[src/hw/datapathPkg.sv]
package datapathPkg;

    localparam int wordWidth = 32;  // bus and register width
    localparam int regCount = 16;   // general registers R0..R15

    // 5-bit ALU function codes
    typedef enum logic [4:0] {
        opAdd  = 5'b00011,
        opSub  = 5'b00100,
        opShr  = 5'b00101,
        opShra = 5'b00110,
        opShl  = 5'b00111,
        opRor  = 5'b01000,
        opRol  = 5'b01001,
        opAnd  = 5'b01010,
        opOr   = 5'b01011,
        opMul  = 5'b01111,
        opDiv  = 5'b10000,
        opNeg  = 5'b10001,
        opNot  = 5'b10010
    } aluOp;

    typedef struct packed {
        logic [wordWidth-1:0] high;  // ZHigh holds the remainder after div
        logic [wordWidth-1:0] low;   // ZLow holds the quotient after div
    } zHalves;

    // Z is written whole by mul and read back as two bus words
    typedef union packed {
        logic [2*wordWidth-1:0] full;
        zHalves halves;
    } zWord;

endpackage

[src/hw/registerFile.sv]
`timescale 1ns/1ps

module registerFile #(
    parameter int DataWidth = datapathPkg::wordWidth,
    parameter int RegCount = datapathPkg::regCount
) (
    input  logic                 Clock,
    input  logic                 rstN,
    input  logic [DataWidth-1:0] busData,
    input  logic [RegCount-1:0]  regEnable,
    output logic [DataWidth-1:0] regValues [RegCount]
);

    // every enabled register takes the bus word, so R-to-R copies can fan out
    always_ff @(posedge Clock or negedge rstN) begin
        if (!rstN) begin
            for (int i = 0; i < RegCount; i++) begin
                regValues[i] <= '0;
            end
        end else begin
            for (int i = 0; i < RegCount; i++) begin
                if (regEnable[i]) begin
                    regValues[i] <= busData;
                end
            end
        end
    end

endmodule

[config.mk]
export PLATFORM = sky130hd
export DESIGN_NAME = registerFile
export DESIGN_NICKNAME = d
export VERILOG_FILES = /design/src/hw/datapathPkg.sv /design/src/hw/registerFile.sv
export SDC_FILE = /design/constraint.sdc
export NUM_CORES = 1
export LEC_CHECK = 0
export BUFFER_PORTS_ARGS = -buffer_cell sky130_fd_sc_hd__buf_4
export CAP_MARGIN = 15
export CORE_MARGIN = 2
export CORE_UTILIZATION = 42
export CTS_CLUSTER_DIAMETER = 50
export DETAILED_ROUTE_END_ITERATION = 10
export MAX_ROUTING_LAYER = met4
export PLACE_DENSITY = 0.64
export RECOVER_POWER = 25
export SYNTH_ARGS = -nofsm -noshare
export SYNTH_HDL_FRONTEND = slang
export SYNTH_SLANG_ARGS = --single-unit
[constraint.sdc]
create_clock -name Clock -period 1.8 [get_ports Clock]
set_input_delay 0.27 -clock Clock [delete_from_list [all_inputs] [get_ports Clock]]
set_output_delay 0.27 -clock Clock [all_outputs]
set_load 0.01 [all_outputs]
-- Word-level counts from Yosys, hierarchy flattened
Cells that the tools add are included.
- flip-flop bits (word level): 512
- output and inout port bits: 512
- word-level logic and storage cells: 16

-- Logic depth before layout (Yosys ltp)
- word-level depth: 0
- gate-level depth with buffers: 3

-- Least setup slack after synthesis
OpenSTA, ideal clock, no wires.
- kind: input to register
- start: input port regEnable[0]
- end: register regValues[480] in the netlist's numbering
- arrival: 0.828 ns
- required time: 1.675 ns
- path slack: 0.847 ns
- stages on the path: 3
- path buffers: 2
- cell sequence: buf_6 -> buf_6 -> mux2_4
- RTL lines (item ; line ; RTL):
    from (decl) ; registerFile.sv:10 ; input logic [RegCount-1:0] regEnable,
    to (signal, indexed assignment) ; registerFile.sv:23 ; regValues[i] <= busData;
    to (decl) ; registerFile.sv:11 ; output logic [DataWidth-1:0] regValues [RegCount]
No word-level cell between the ends.

-- Worst setup path in the final report
- start: register regValues[42] in the netlist's numbering
- end: output port regValues[42] in the netlist's numbering
No word-level cell between the ends.

==> reports/metrics.cfg <==
[clock_tree]
cts_hold_buffers = 1
postCtsSetupBuffers = 0
cts_resized = 0
clk_path_buf_depth = 3
htreeDepth = 2
worstSkewPairLatency_ns = 0.60
cts_sinks = 512
numCtsBuffers = 57
clk_pin_slew_ns = 0.06
cts_tree = done
cts-root-buf = clkbuf_16

[power]
ir_drop_mv = 0.695
p_leak_nw = 12.2
finalPower_mw = 30.0
power.density_nw_per_um2 = 1140

[sta]
final.setup_skew_ns = 0
clock.fmax_ghz = 0.685
maxSlewViolCount = 0
post-route-min-period_ns = 1.46
slew_headroom_pct = 57.2
rsz0062_at_grt = false
fin_crit_sh_pct = 81.1
worst-slew-pin-transition_ns = 0.643
fin_tns_setup_ns = 0
final-setup-viol-count = 0
hold_violations = 0

[die]
die_y_um = 224
start_util_pct = 42.5
fp.dieArea_um2 = 50000
rows = 80
die_w_um = 224
ioPinCount = 562
core-area_um2 = 47600

[synth]
yosys.area.top_type_share_pct = 63.3
ys_types = 6
yosys_warnings = 0
syn-cell-area_um2 = 20200
synth_area_leaders = dfrtp_1 63%, mux2_2 18%, mux2_4 14%, buf_8 2.2%, buf_6 1.9%
ys_seq_elements = 512
avgSynthCellArea_um2 = 18.1
seq_area_frac_synth_pct = 63.3
syn_nets = 1170
yosysTopAreaCell = dfrtp_1
syn_inst = 1120

[grt]
grt_overflow = 0
antenna_found_initial = 1
first_global_vias = 12600
track_usage_pct = 24.5
grt_first_pass_wirelength_um = 87600
grt_max_degree = 64

[critical_path]
crit_type = reg -> out
crit_chain = buf_4
r2r_cells = 1
end_kind = primary output
arrival_ns = 1.19
r2r_setup_slack_ns = 0.98
worstReg2RegStart = regValues[42]$_DFFE_PN0P_
max_stage_delay_ns = 0.42
critPathRequiredTime_ns = 1.53
critPathTopFamily = flip-flops
crit_buf_inv = 1
critPathMaxFanout = 2
crit_path_start_kind = register
r2r_end = regValues[42]$_DFFE_PN0P_
critical_path.slowest_cell = dfrtp_1

[drt]
drc = 0
vias = 11800
dr.pass1.iters = 4
vias_per_cell = 5.05
drt_iter0_drc = 489
routedWlPerCell_um = 25.6
drtAntennaViolNets = 0
drt_wl_total_um = 59800

[job]
max-cap-violations = 0

[layout]
syn2layout_area_growth_pct = 29.6
layout-drive-gt1-share_pct = 63.5
largest-register = regValues
layout.nets = 1727
reg.largest.list = regValues (512)
largest_reg_flops = 512
nFillCells = 3988

[worst_hold_path]
hp-start = busData[29]
min_path_type = in -> reg
min_path_cells = 2
hold_end = regValues[29]$_DFFE_PN0P_

[placed_design]
hpwl_um = 41200
numPortBuffers = 561
gp_congestion = 0.798

[outcome]
status = complete, no violations

## metrics by stage
stage	utilization [%]	instance area, um^2	setup slack (ns)	instances	hold WS (ns)
6_report	55.0	26200	0.340	2338	0.0623
5_1_grt	55.0	26200	0.301	2337	0.0458
4_1_cts	55.9	26600	0.308	2337	0.0561
3_5_place_dp	51.9	24700	0.473	2232	0.235
3_3_place_gp	51.9	24700	0.483	2232	0.229
2_1_floorplan	-	20200	0.847	1120	-0.0256
## report_power, final
part           internal, mW  total, mW  switching, mW
Clock                  6.85       11.6           4.78
Combinational          2.62       5.04           2.43
Sequential             12.7       13.3          0.673
Total                  22.1       30.0           7.88
## how the worst max path moves through the flow
stage / cells past startpoint / slack [ns] / endpoint / start
5_1_grt: 1 / 0.30 / regValues[42] / regValues[42]$_DFFE_PN0P_
3_5_place_dp: 2 / 0.47 / regValues[328]$_DFFE_PN0P_ / regEnable[5]
6_report: 1 / 0.34 / regValues[42] / regValues[42]$_DFFE_PN0P_
4_1_cts: 1 / 0.31 / regValues[42] / regValues[42]$_DFFE_PN0P_
3_3_place_gp: 3 / 0.48 / regValues[34]$_DFFE_PN0P_ / regEnable[14]
2_1_floorplan: 3 / 0.85 / regValues[480]$_DFFE_PN0P_ / regEnable[0]
## logic make-up (layout without fill, tap and decap cells)
kind of cell / after synthesis / in the layout / synth area share, %
other: 0 / 1 / 0
muxes: 512 / 512 / 32.0
buffers and inverters: 96 / 698 / 4.69
DFF: 512 / 512 / 63.3
## routing by layer
layer | vias to the layer above | part of all wire (%) | global-route usage [%]
met4 | 0 | 3.1 | 7.35
met3 | 102 | 6.0 | 5.83
met5 | - | 0 | -
li1 | 5027 | - | -
met1 | 6285 | 42 | 31.1
met2 | 396 | 49 | 39.2
## synthesized netlist by cell type, drive strengths merged
master,count
buf,64
mux2,512
clkbuf,32
dfrtp,512
## area by class of cell
class | count | area [um^2] | share of cell area, %
sequential | 512 | 12800 | 48.8
clock buffer | 79 | 1650 | 6.30
multi-input combinational | 512 | 6090 | 23.2
clock inverter | 25 | 239 | 0.911
antenna | 1 | 2.50 | 0.00954
tap | 615 | 769 | 2.93
timing repair buffer | 594 | 4670 | 17.8
## placed cells by master, fill, tap and decap left out
cell type / instances
clkinv_4: 1
dlygate4sd3_1: 1
clkinv_8: 1
diode_2: 1
bufinv_16: 3
buf_12: 16
clkbuf_16: 59
mux2_2: 322
mux2_1: 104
clkinvlp_4: 2
mux2_4: 86
clkbuf_1: 11
buf_8: 1
inv_6: 5
buf_4: 575
clkinv_2: 13
dfrtp_1: 512
clkbuf_8: 10
Note: power is estimated with default switching activity, not from simulation.
