File: config.mk
export PLATFORM = sky130hd
export DESIGN_NAME = busMux
export DESIGN_NICKNAME = d
export VERILOG_FILES = /design/src/hw/datapathPkg.sv /design/src/hw/busMux.sv
export SDC_FILE = /design/constraint.sdc
export NUM_CORES = 1
export LEC_CHECK = 0
export BUFFER_PORTS_ARGS = -buffer_cell sky130_fd_sc_hd__buf_2
export CAP_MARGIN = 10
export CORE_AREA = 5 5 290 292
export DETAILED_ROUTE_END_ITERATION = 8
export DIE_AREA = 0 0 295 297
export GPL_TIMING_DRIVEN = 0
export SKIP_LAST_GASP = 1
export SYNTH_ARGS = -nofsm -noshare
export SYNTH_HDL_FRONTEND = slang
export SYNTH_SLANG_ARGS = --single-unit
File: constraint.sdc
create_clock -name vclk -period 3.85
set_input_delay 0.5775 -clock vclk [all_inputs]
set_output_delay 0.5775 -clock vclk [all_outputs]
set_load 0.01 [all_outputs]
File: src/hw/datapathPkg.sv
package datapathPkg;

    localparam int wordWidth = 32;  // bus and register width
    localparam int regCount = 16;   // general registers R0..R15

    // 5-bit ALU function codes
    typedef enum logic [4:0] {
        opAdd  = 5'b00011,
        opSub  = 5'b00100,
        opShr  = 5'b00101,
        opShra = 5'b00110,
        opShl  = 5'b00111,
        opRor  = 5'b01000,
        opRol  = 5'b01001,
        opAnd  = 5'b01010,
        opOr   = 5'b01011,
        opMul  = 5'b01111,
        opDiv  = 5'b10000,
        opNeg  = 5'b10001,
        opNot  = 5'b10010
    } aluOp;

    typedef struct packed {
        logic [wordWidth-1:0] high;  // ZHigh holds the remainder after div
        logic [wordWidth-1:0] low;   // ZLow holds the quotient after div
    } zHalves;

    // Z is written whole by mul and read back as two bus words
    typedef union packed {
        logic [2*wordWidth-1:0] full;
        zHalves halves;
    } zWord;

endpackage

File: src/hw/busMux.sv
`timescale 1ns/1ps

module busMux #(
    parameter int DataWidth = datapathPkg::wordWidth,
    parameter int RegCount = datapathPkg::regCount
) (
    input  logic [DataWidth-1:0] regValues [RegCount],
    input  logic [DataWidth-1:0] pcValue,
    input  logic [DataWidth-1:0] mdrValue,
    input  logic [DataWidth-1:0] zHigh,
    input  logic [DataWidth-1:0] zLow,
    input  logic [DataWidth-1:0] hiValue,
    input  logic [DataWidth-1:0] loValue,
    input  logic [RegCount-1:0]  regOut,
    input  logic                 pcOut,
    input  logic                 mdrOut,
    input  logic                 zHighOut,
    input  logic                 zLowOut,
    input  logic                 hiOut,
    input  logic                 loOut,
    output logic [DataWidth-1:0] busData
);

    localparam int SrcCount = RegCount + 6;
    localparam int SelWidth = $clog2(SrcCount);
    localparam int RegIdxWidth = $clog2(RegCount);

    // source numbers above the general registers
    localparam logic [SelWidth-1:0] PcSel = SelWidth'(RegCount);
    localparam logic [SelWidth-1:0] MdrSel = SelWidth'(RegCount + 1);
    localparam logic [SelWidth-1:0] ZHighSel = SelWidth'(RegCount + 2);
    localparam logic [SelWidth-1:0] ZLowSel = SelWidth'(RegCount + 3);
    localparam logic [SelWidth-1:0] HiSel = SelWidth'(RegCount + 4);
    localparam logic [SelWidth-1:0] LoSel = SelWidth'(RegCount + 5);

    logic [SrcCount-1:0] strobes;
    logic [SelWidth-1:0] srcSel;
    logic                srcValid;

    assign strobes = {loOut, hiOut, zLowOut, zHighOut, mdrOut, pcOut, regOut};

    // scan downward so the lowest set strobe is the one left standing
    always_comb begin
        srcSel = '0;
        srcValid = 1'b0;
        for (int i = SrcCount - 1; i >= 0; i--) begin
            if (strobes[i]) begin
                srcSel = SelWidth'(i);
                srcValid = 1'b1;
            end
        end
    end

    always_comb begin
        busData = '0;  // idle bus reads zero
        if (srcValid) begin
            case (srcSel)
                PcSel:    busData = pcValue;
                MdrSel:   busData = mdrValue;
                ZHighSel: busData = zHigh;
                ZLowSel:  busData = zLow;
                HiSel:    busData = hiValue;
                LoSel:    busData = loValue;
                default:  busData = regValues[srcSel[RegIdxWidth-1:0]];  // R0..R15
            endcase
        end
    end

endmodule

==> Word level (Yosys, flattened, before mapping) <==
Cells that the tools add are included.
{ "totals": {"out_inout_bits": 32, "register_bits": 0, "in_bits": 726, "elab_cells": 57} }
{ "op_classes": {"muxes": 49, "eq_ne": 6, "order_cmp": 1, "n_bitwise": 1} }
{ "op_table": {"columns": ["op", "n"], "rows": [
  ["$pmux 32 s6", 1],
  ["$bmux 32 s4", 1],
  ["$mux 5", 22],
  ["$mux 32", 3],
  ["$eq 5x5->1 const B", 6],
  ["$mux 1", 22],
  ["$ge 5x5->1 const B", 1],
  ["$not 4->5", 1]
]} }

==> Depth between registers and ports, before layout <==
{ "logic_depth": {"ltp_word": 28, "depth_mapped": 12, "depth_no_buf": 9} }

==> Least setup slack after synthesis <==
Ideal clock, no wire load.
{ "synth_path": {"kind": "input-to-output", "start": "input port regOut[13]", "end": "output port busData[13]", "path_slack_ps": 474, "path_stages": 10, "required_ps": 3273, "arrival_time_ps": 2799, "path_buffers": 2, "path_cell_list": "or3_1 o211ai_1 a21oi_1 a41oi_2 buf_4 clkbuf_1 o22ai_1 o21ai_0 nand2_1 nor4_1"} }
{ "synth_via": {"elab_chain_len": 20, "elab_cells_between_ends": 40, "cone_classes": "6 x eq/ne; 33 x mux; 1 x bitwise"} }
{ "synth_lines": {"columns": ["item", "line_no", "rtl"], "rows": [
  ["from (decl)", "busMux.sv:14", "input logic [RegCount-1:0] regOut,"],
  ["$mux 5 (14 in a row)", "busMux.sv:47", "if (strobes[i]) begin"],
  ["$not 4->5 (implied by the code)", "busMux.sv:64", "default: busData = regValues[srcSel[RegIdxWidth-1:0]];"],
  ["$bmux 32 s4", "busMux.sv:64", null],
  ["$mux 32 (implied by the code) (2 in a row)", "busMux.sv:64", null],
  ["$pmux 32 s6", "busMux.sv:57", "case (srcSel)"],
  ["$mux 32 *", "busMux.sv:56", "if (srcValid) begin"],
  ["to (decl)", "busMux.sv:21", "output logic [DataWidth-1:0] busData"]
]} }
Every way passes the cells marked *; elsewhere a longest branch is shown, timed or not. The select of a mux whose other input is x is not followed.

==> Final worst setup path <==
{ "layout_path": {"start": "input port pcOut", "end": "output port busData[31]"} }
{ "layout_via": {"elab_chain_len": 23, "elab_cells_between_ends": 46, "cone_classes": "6 x eq/ne; 39 x mux; 1 x bitwise"} }
{ "layout_lines": {"columns": ["item", "line_no", "rtl"], "rows": [
  ["from (decl)", "busMux.sv:15", "input logic pcOut,"],
  ["$mux 5 (17 in a row)", "busMux.sv:47", null],
  ["$not 4->5 (implied by the code)", "busMux.sv:64", null],
  ["$bmux 32 s4", "busMux.sv:64", null],
  ["$mux 32 (implied by the code) (2 in a row)", "busMux.sv:64", null],
  ["$pmux 32 s6", "busMux.sv:57", null],
  ["$mux 32 *", "busMux.sv:56", null]
]} }
Marked as above.

==> results by group <==
Place
  – Detailed placement HPWL: 81.5 mm
  – Port buffer count: about 760
  – Placed insts: 2677
  – Pre-CTS setup slack: -1.79 ns
  – Area after DPL: around 10000 sq um
  – Routability Congestion: a little over 0.9

Layout
  – Seq. cell area: 0 sq um
  – Final instance area: between 10000 and 15000 sq um
  – Most frequent cells in the layout: buf_2, o22ai_1, nor2_1
  – Clock buffers: 0
  – Most common cell after layout, fill and taps aside: buf_2
  – Area grow syn2layout: 173%
  – Finished Layout Cells: between 2000 and 3000
  – Nets: 2397
  – Share of cells above drive strength 1: 0.704
  – Sequential cells: 0
  – Core Util, Final: 0.176

Routing
  – Via-to-Cell Ratio: roughly 4.4
  – Remaining DRCs: 0
  – Via count: ~12000
  – Pre-Repair DR Iteration Count: 5
  – Initial DRC Count: roughly 1000
  – Routed Antenna Nets: 0
  – Total Routed Length: roughly 96 mm
  – Routed length per instance: approximately 35 um

Timing
  – RSZ-0062 raised after global routing: true
  – Min Hold Slack: 1.62 ns
  – Final hold vios: 0
  – Setup ws final: -0.314 ns
  – Post-route clock period utilization: 1.08
  – Fmax: ~240 MHz
  – Final setup viols: 32
  – Slew @ Worst Pin: ~0.83 ns
  – Fin Setup TNS: -5.84 ns
  – Pins Over Slew Limit: 0
  – Slew margin rel.: 0.444
  – Period minus WS final: 4.16 ns

Worst setup path
  – Critical-path top delay cell: a221oi_4
  – Critical path class: input pin to output pin
  – Most used cell, CP: buf_12
  – CP delay by family, top: compound AO/OA/AOI/OAI gates
  – Worst Setup Start Kind: input pin
  – Crit-path max FO: 10
  – CP Data Arrival Time: ~3.6 ns
  – Setup crit start: pcOut
  – CP Buf/Inv Count: 7
  – CP Data Required Time: between 3 and 4 ns
  – CP peak stage delay: about 0.41 ns
  – Critical-path cell list: buf_8 -> o311a_4 -> o41ai_4 -> buf_4 -> nand2_4 -> o31a_4 -> buf_12 -> buf_16 -> buf_12 -> o221ai_4 -> buf_12 -> o22ai_1 -> a221oi_4 -> nor4_2 -> buf_4
  – CP Capture Type: output pin

Global routing
  – First-pass GRT wire length: 118 mm
  – Vias in the first global route: between 10000 and 15000
  – Pin count of the biggest net entering global routing: 11
  – All-Layer GR Usage: 0.201
  – Initial antenna violation count: 67
  – Overflow after GRT: 0

Pwr
  – Max VDD drop: 0.0000535 V
  – Combinational share of power: 1.000
  – Cell Pwr Density: 124 nW/um^2
  – P_int: about 0.76 mW
  – Sw Ratio: 0.569
  – Clk pwr share: 0
  – Pleak: approximately 6 nW
  – Sequential power share: 0
  – Reported net switching power: between 1 and 1.5 mW
  – Overall Power: approximately 1.8 mW

Synth
  – Ranking of synthesized cells by area: o22ai_1, o221ai_1, o21ai_0
  – Post-Syn Instances: 840
  – Synth Area per Inst: roughly 6.2 sq um
  – Cell variety after synth: 44
  – Seq/Total Area, Yosys: 0
  – Top cell type by total area after synthesis: o22ai_1
  – Area share of the largest cell type after synthesis: 0.189
  – Mapped Area: 5230 sq um
  – YS warnings: 0
  – Post-synth net total: 1566

Floorplanning
  – Cell Rows: 105
  – Initial Util: 0.0643
  – Boundary pin count: between 700 and 800
  – Core area: ~80000 sq um
  – Chip width: between 200 and 300 um
  – Die height: 297 um
  – Total Die Area: around 88000 sq um

Outcome
  – Failing checks: negative setup slack
  – Outcome: complete, but fails checks

Flow run
  – Maxcap violations: 0

Hold path
  – Min-delay src: zHigh[30]
  – Hold Path Stages: 4
  – Worst min-delay path class: input pin to output pin
  – WHS Endpoint: busData[30]

Clocking
  – CTS Hold Bufs: 0
cell type report:
type	instances	area (sq um)
buffer	90	1010
tap	1070	1340
antenna	31	77.6
multi-input combinational	733	6970
fill	9277	67000
inverter	11	41.3
timing repair buffer	835	4860
power groups by stage:
| stage | combinational (mW) | sequential (mW) | clock [mW] |
|---|---|---|---|
| finish | 1.77 | 0 | 0.000000976 |
| global route | 1.87 | 0 | 0.000000489 |
| CTS | 1.65 | 0 | 0 |
| detailed placement | 1.27 | 0 | 0 |
| global placement | 1.27 | 0 | 0 |
| floorplan | 0.431 | 0 | 0 |
tightest hold or removal path, cell delays in order:
cell      delay (ns)
buf_2           0.09
a221oi_2        0.06
a211oi_2        0.14
buf_4           0.17
how the worst max path moves through the flow:
| stage | endpoint | depth (start not counted) |
|---|---|---|
| 6_report | busData[31] | 15 |
| 3_5_place_dp | busData[18] | 12 |
| 5_1_grt | busData[19] | 14 |
| 2_1_floorplan | busData[13] | 10 |
| 4_1_cts | busData[16] | 15 |
| 3_3_place_gp | busData[13] | 8 |
per-layer routing:
layer | share of wire | routed length, um | track usage
met1 | 0.42 | 40100 | 0.259
met2 | 0.47 | 45100 | 0.343
met3 | 0.075 | 7240 | 0.0393
met4 | 0.035 | 3380 | 0.0524
met5 | 0.00076 | 73 | 0
synth_stat cells (2+ instances only):
library cell	n
o221ai_1	64
a21o_1	2
o22ai_1	158
a221oi_1	61
a211oi_1	4
a21oi_2	2
a221oi_2	3
inv_1	11
nand2b_1	5
or3_1	2
nor3_1	3
o21ai_0	111
and3_1	2
nor2_1	110
buf_2	46
a221o_1	31
buf_4	8
buf_6	6
a21oi_1	3
o21ai_1	46
nand2_1	37
nor2b_1	4
clkbuf_1	31
nor4_1	35
dlygate4sd1_1	3
mux2i_1	33
a2111oi_0	2
what timing repair did:
item | CTS | global route
pin swaps | 77 | 97
buffers inserted | 41 | 18
endpoints found under the setup margin | 32 | 32
gates cloned | 5 | 4
resized for setup | 440 | 169
cell families (layout without fill, tap and decap cells):
group	Yosys count	after routing	share of synthesized area
AO/OA/AOI/OAI	496	496	0.657
buffers and inverters	107	936	0.106
multiplexers	33	33	0.0632
AND/OR/NAND/NOR	204	204	0.173
other	0	31	0
Note: power is estimated with default switching activity, not from simulation.
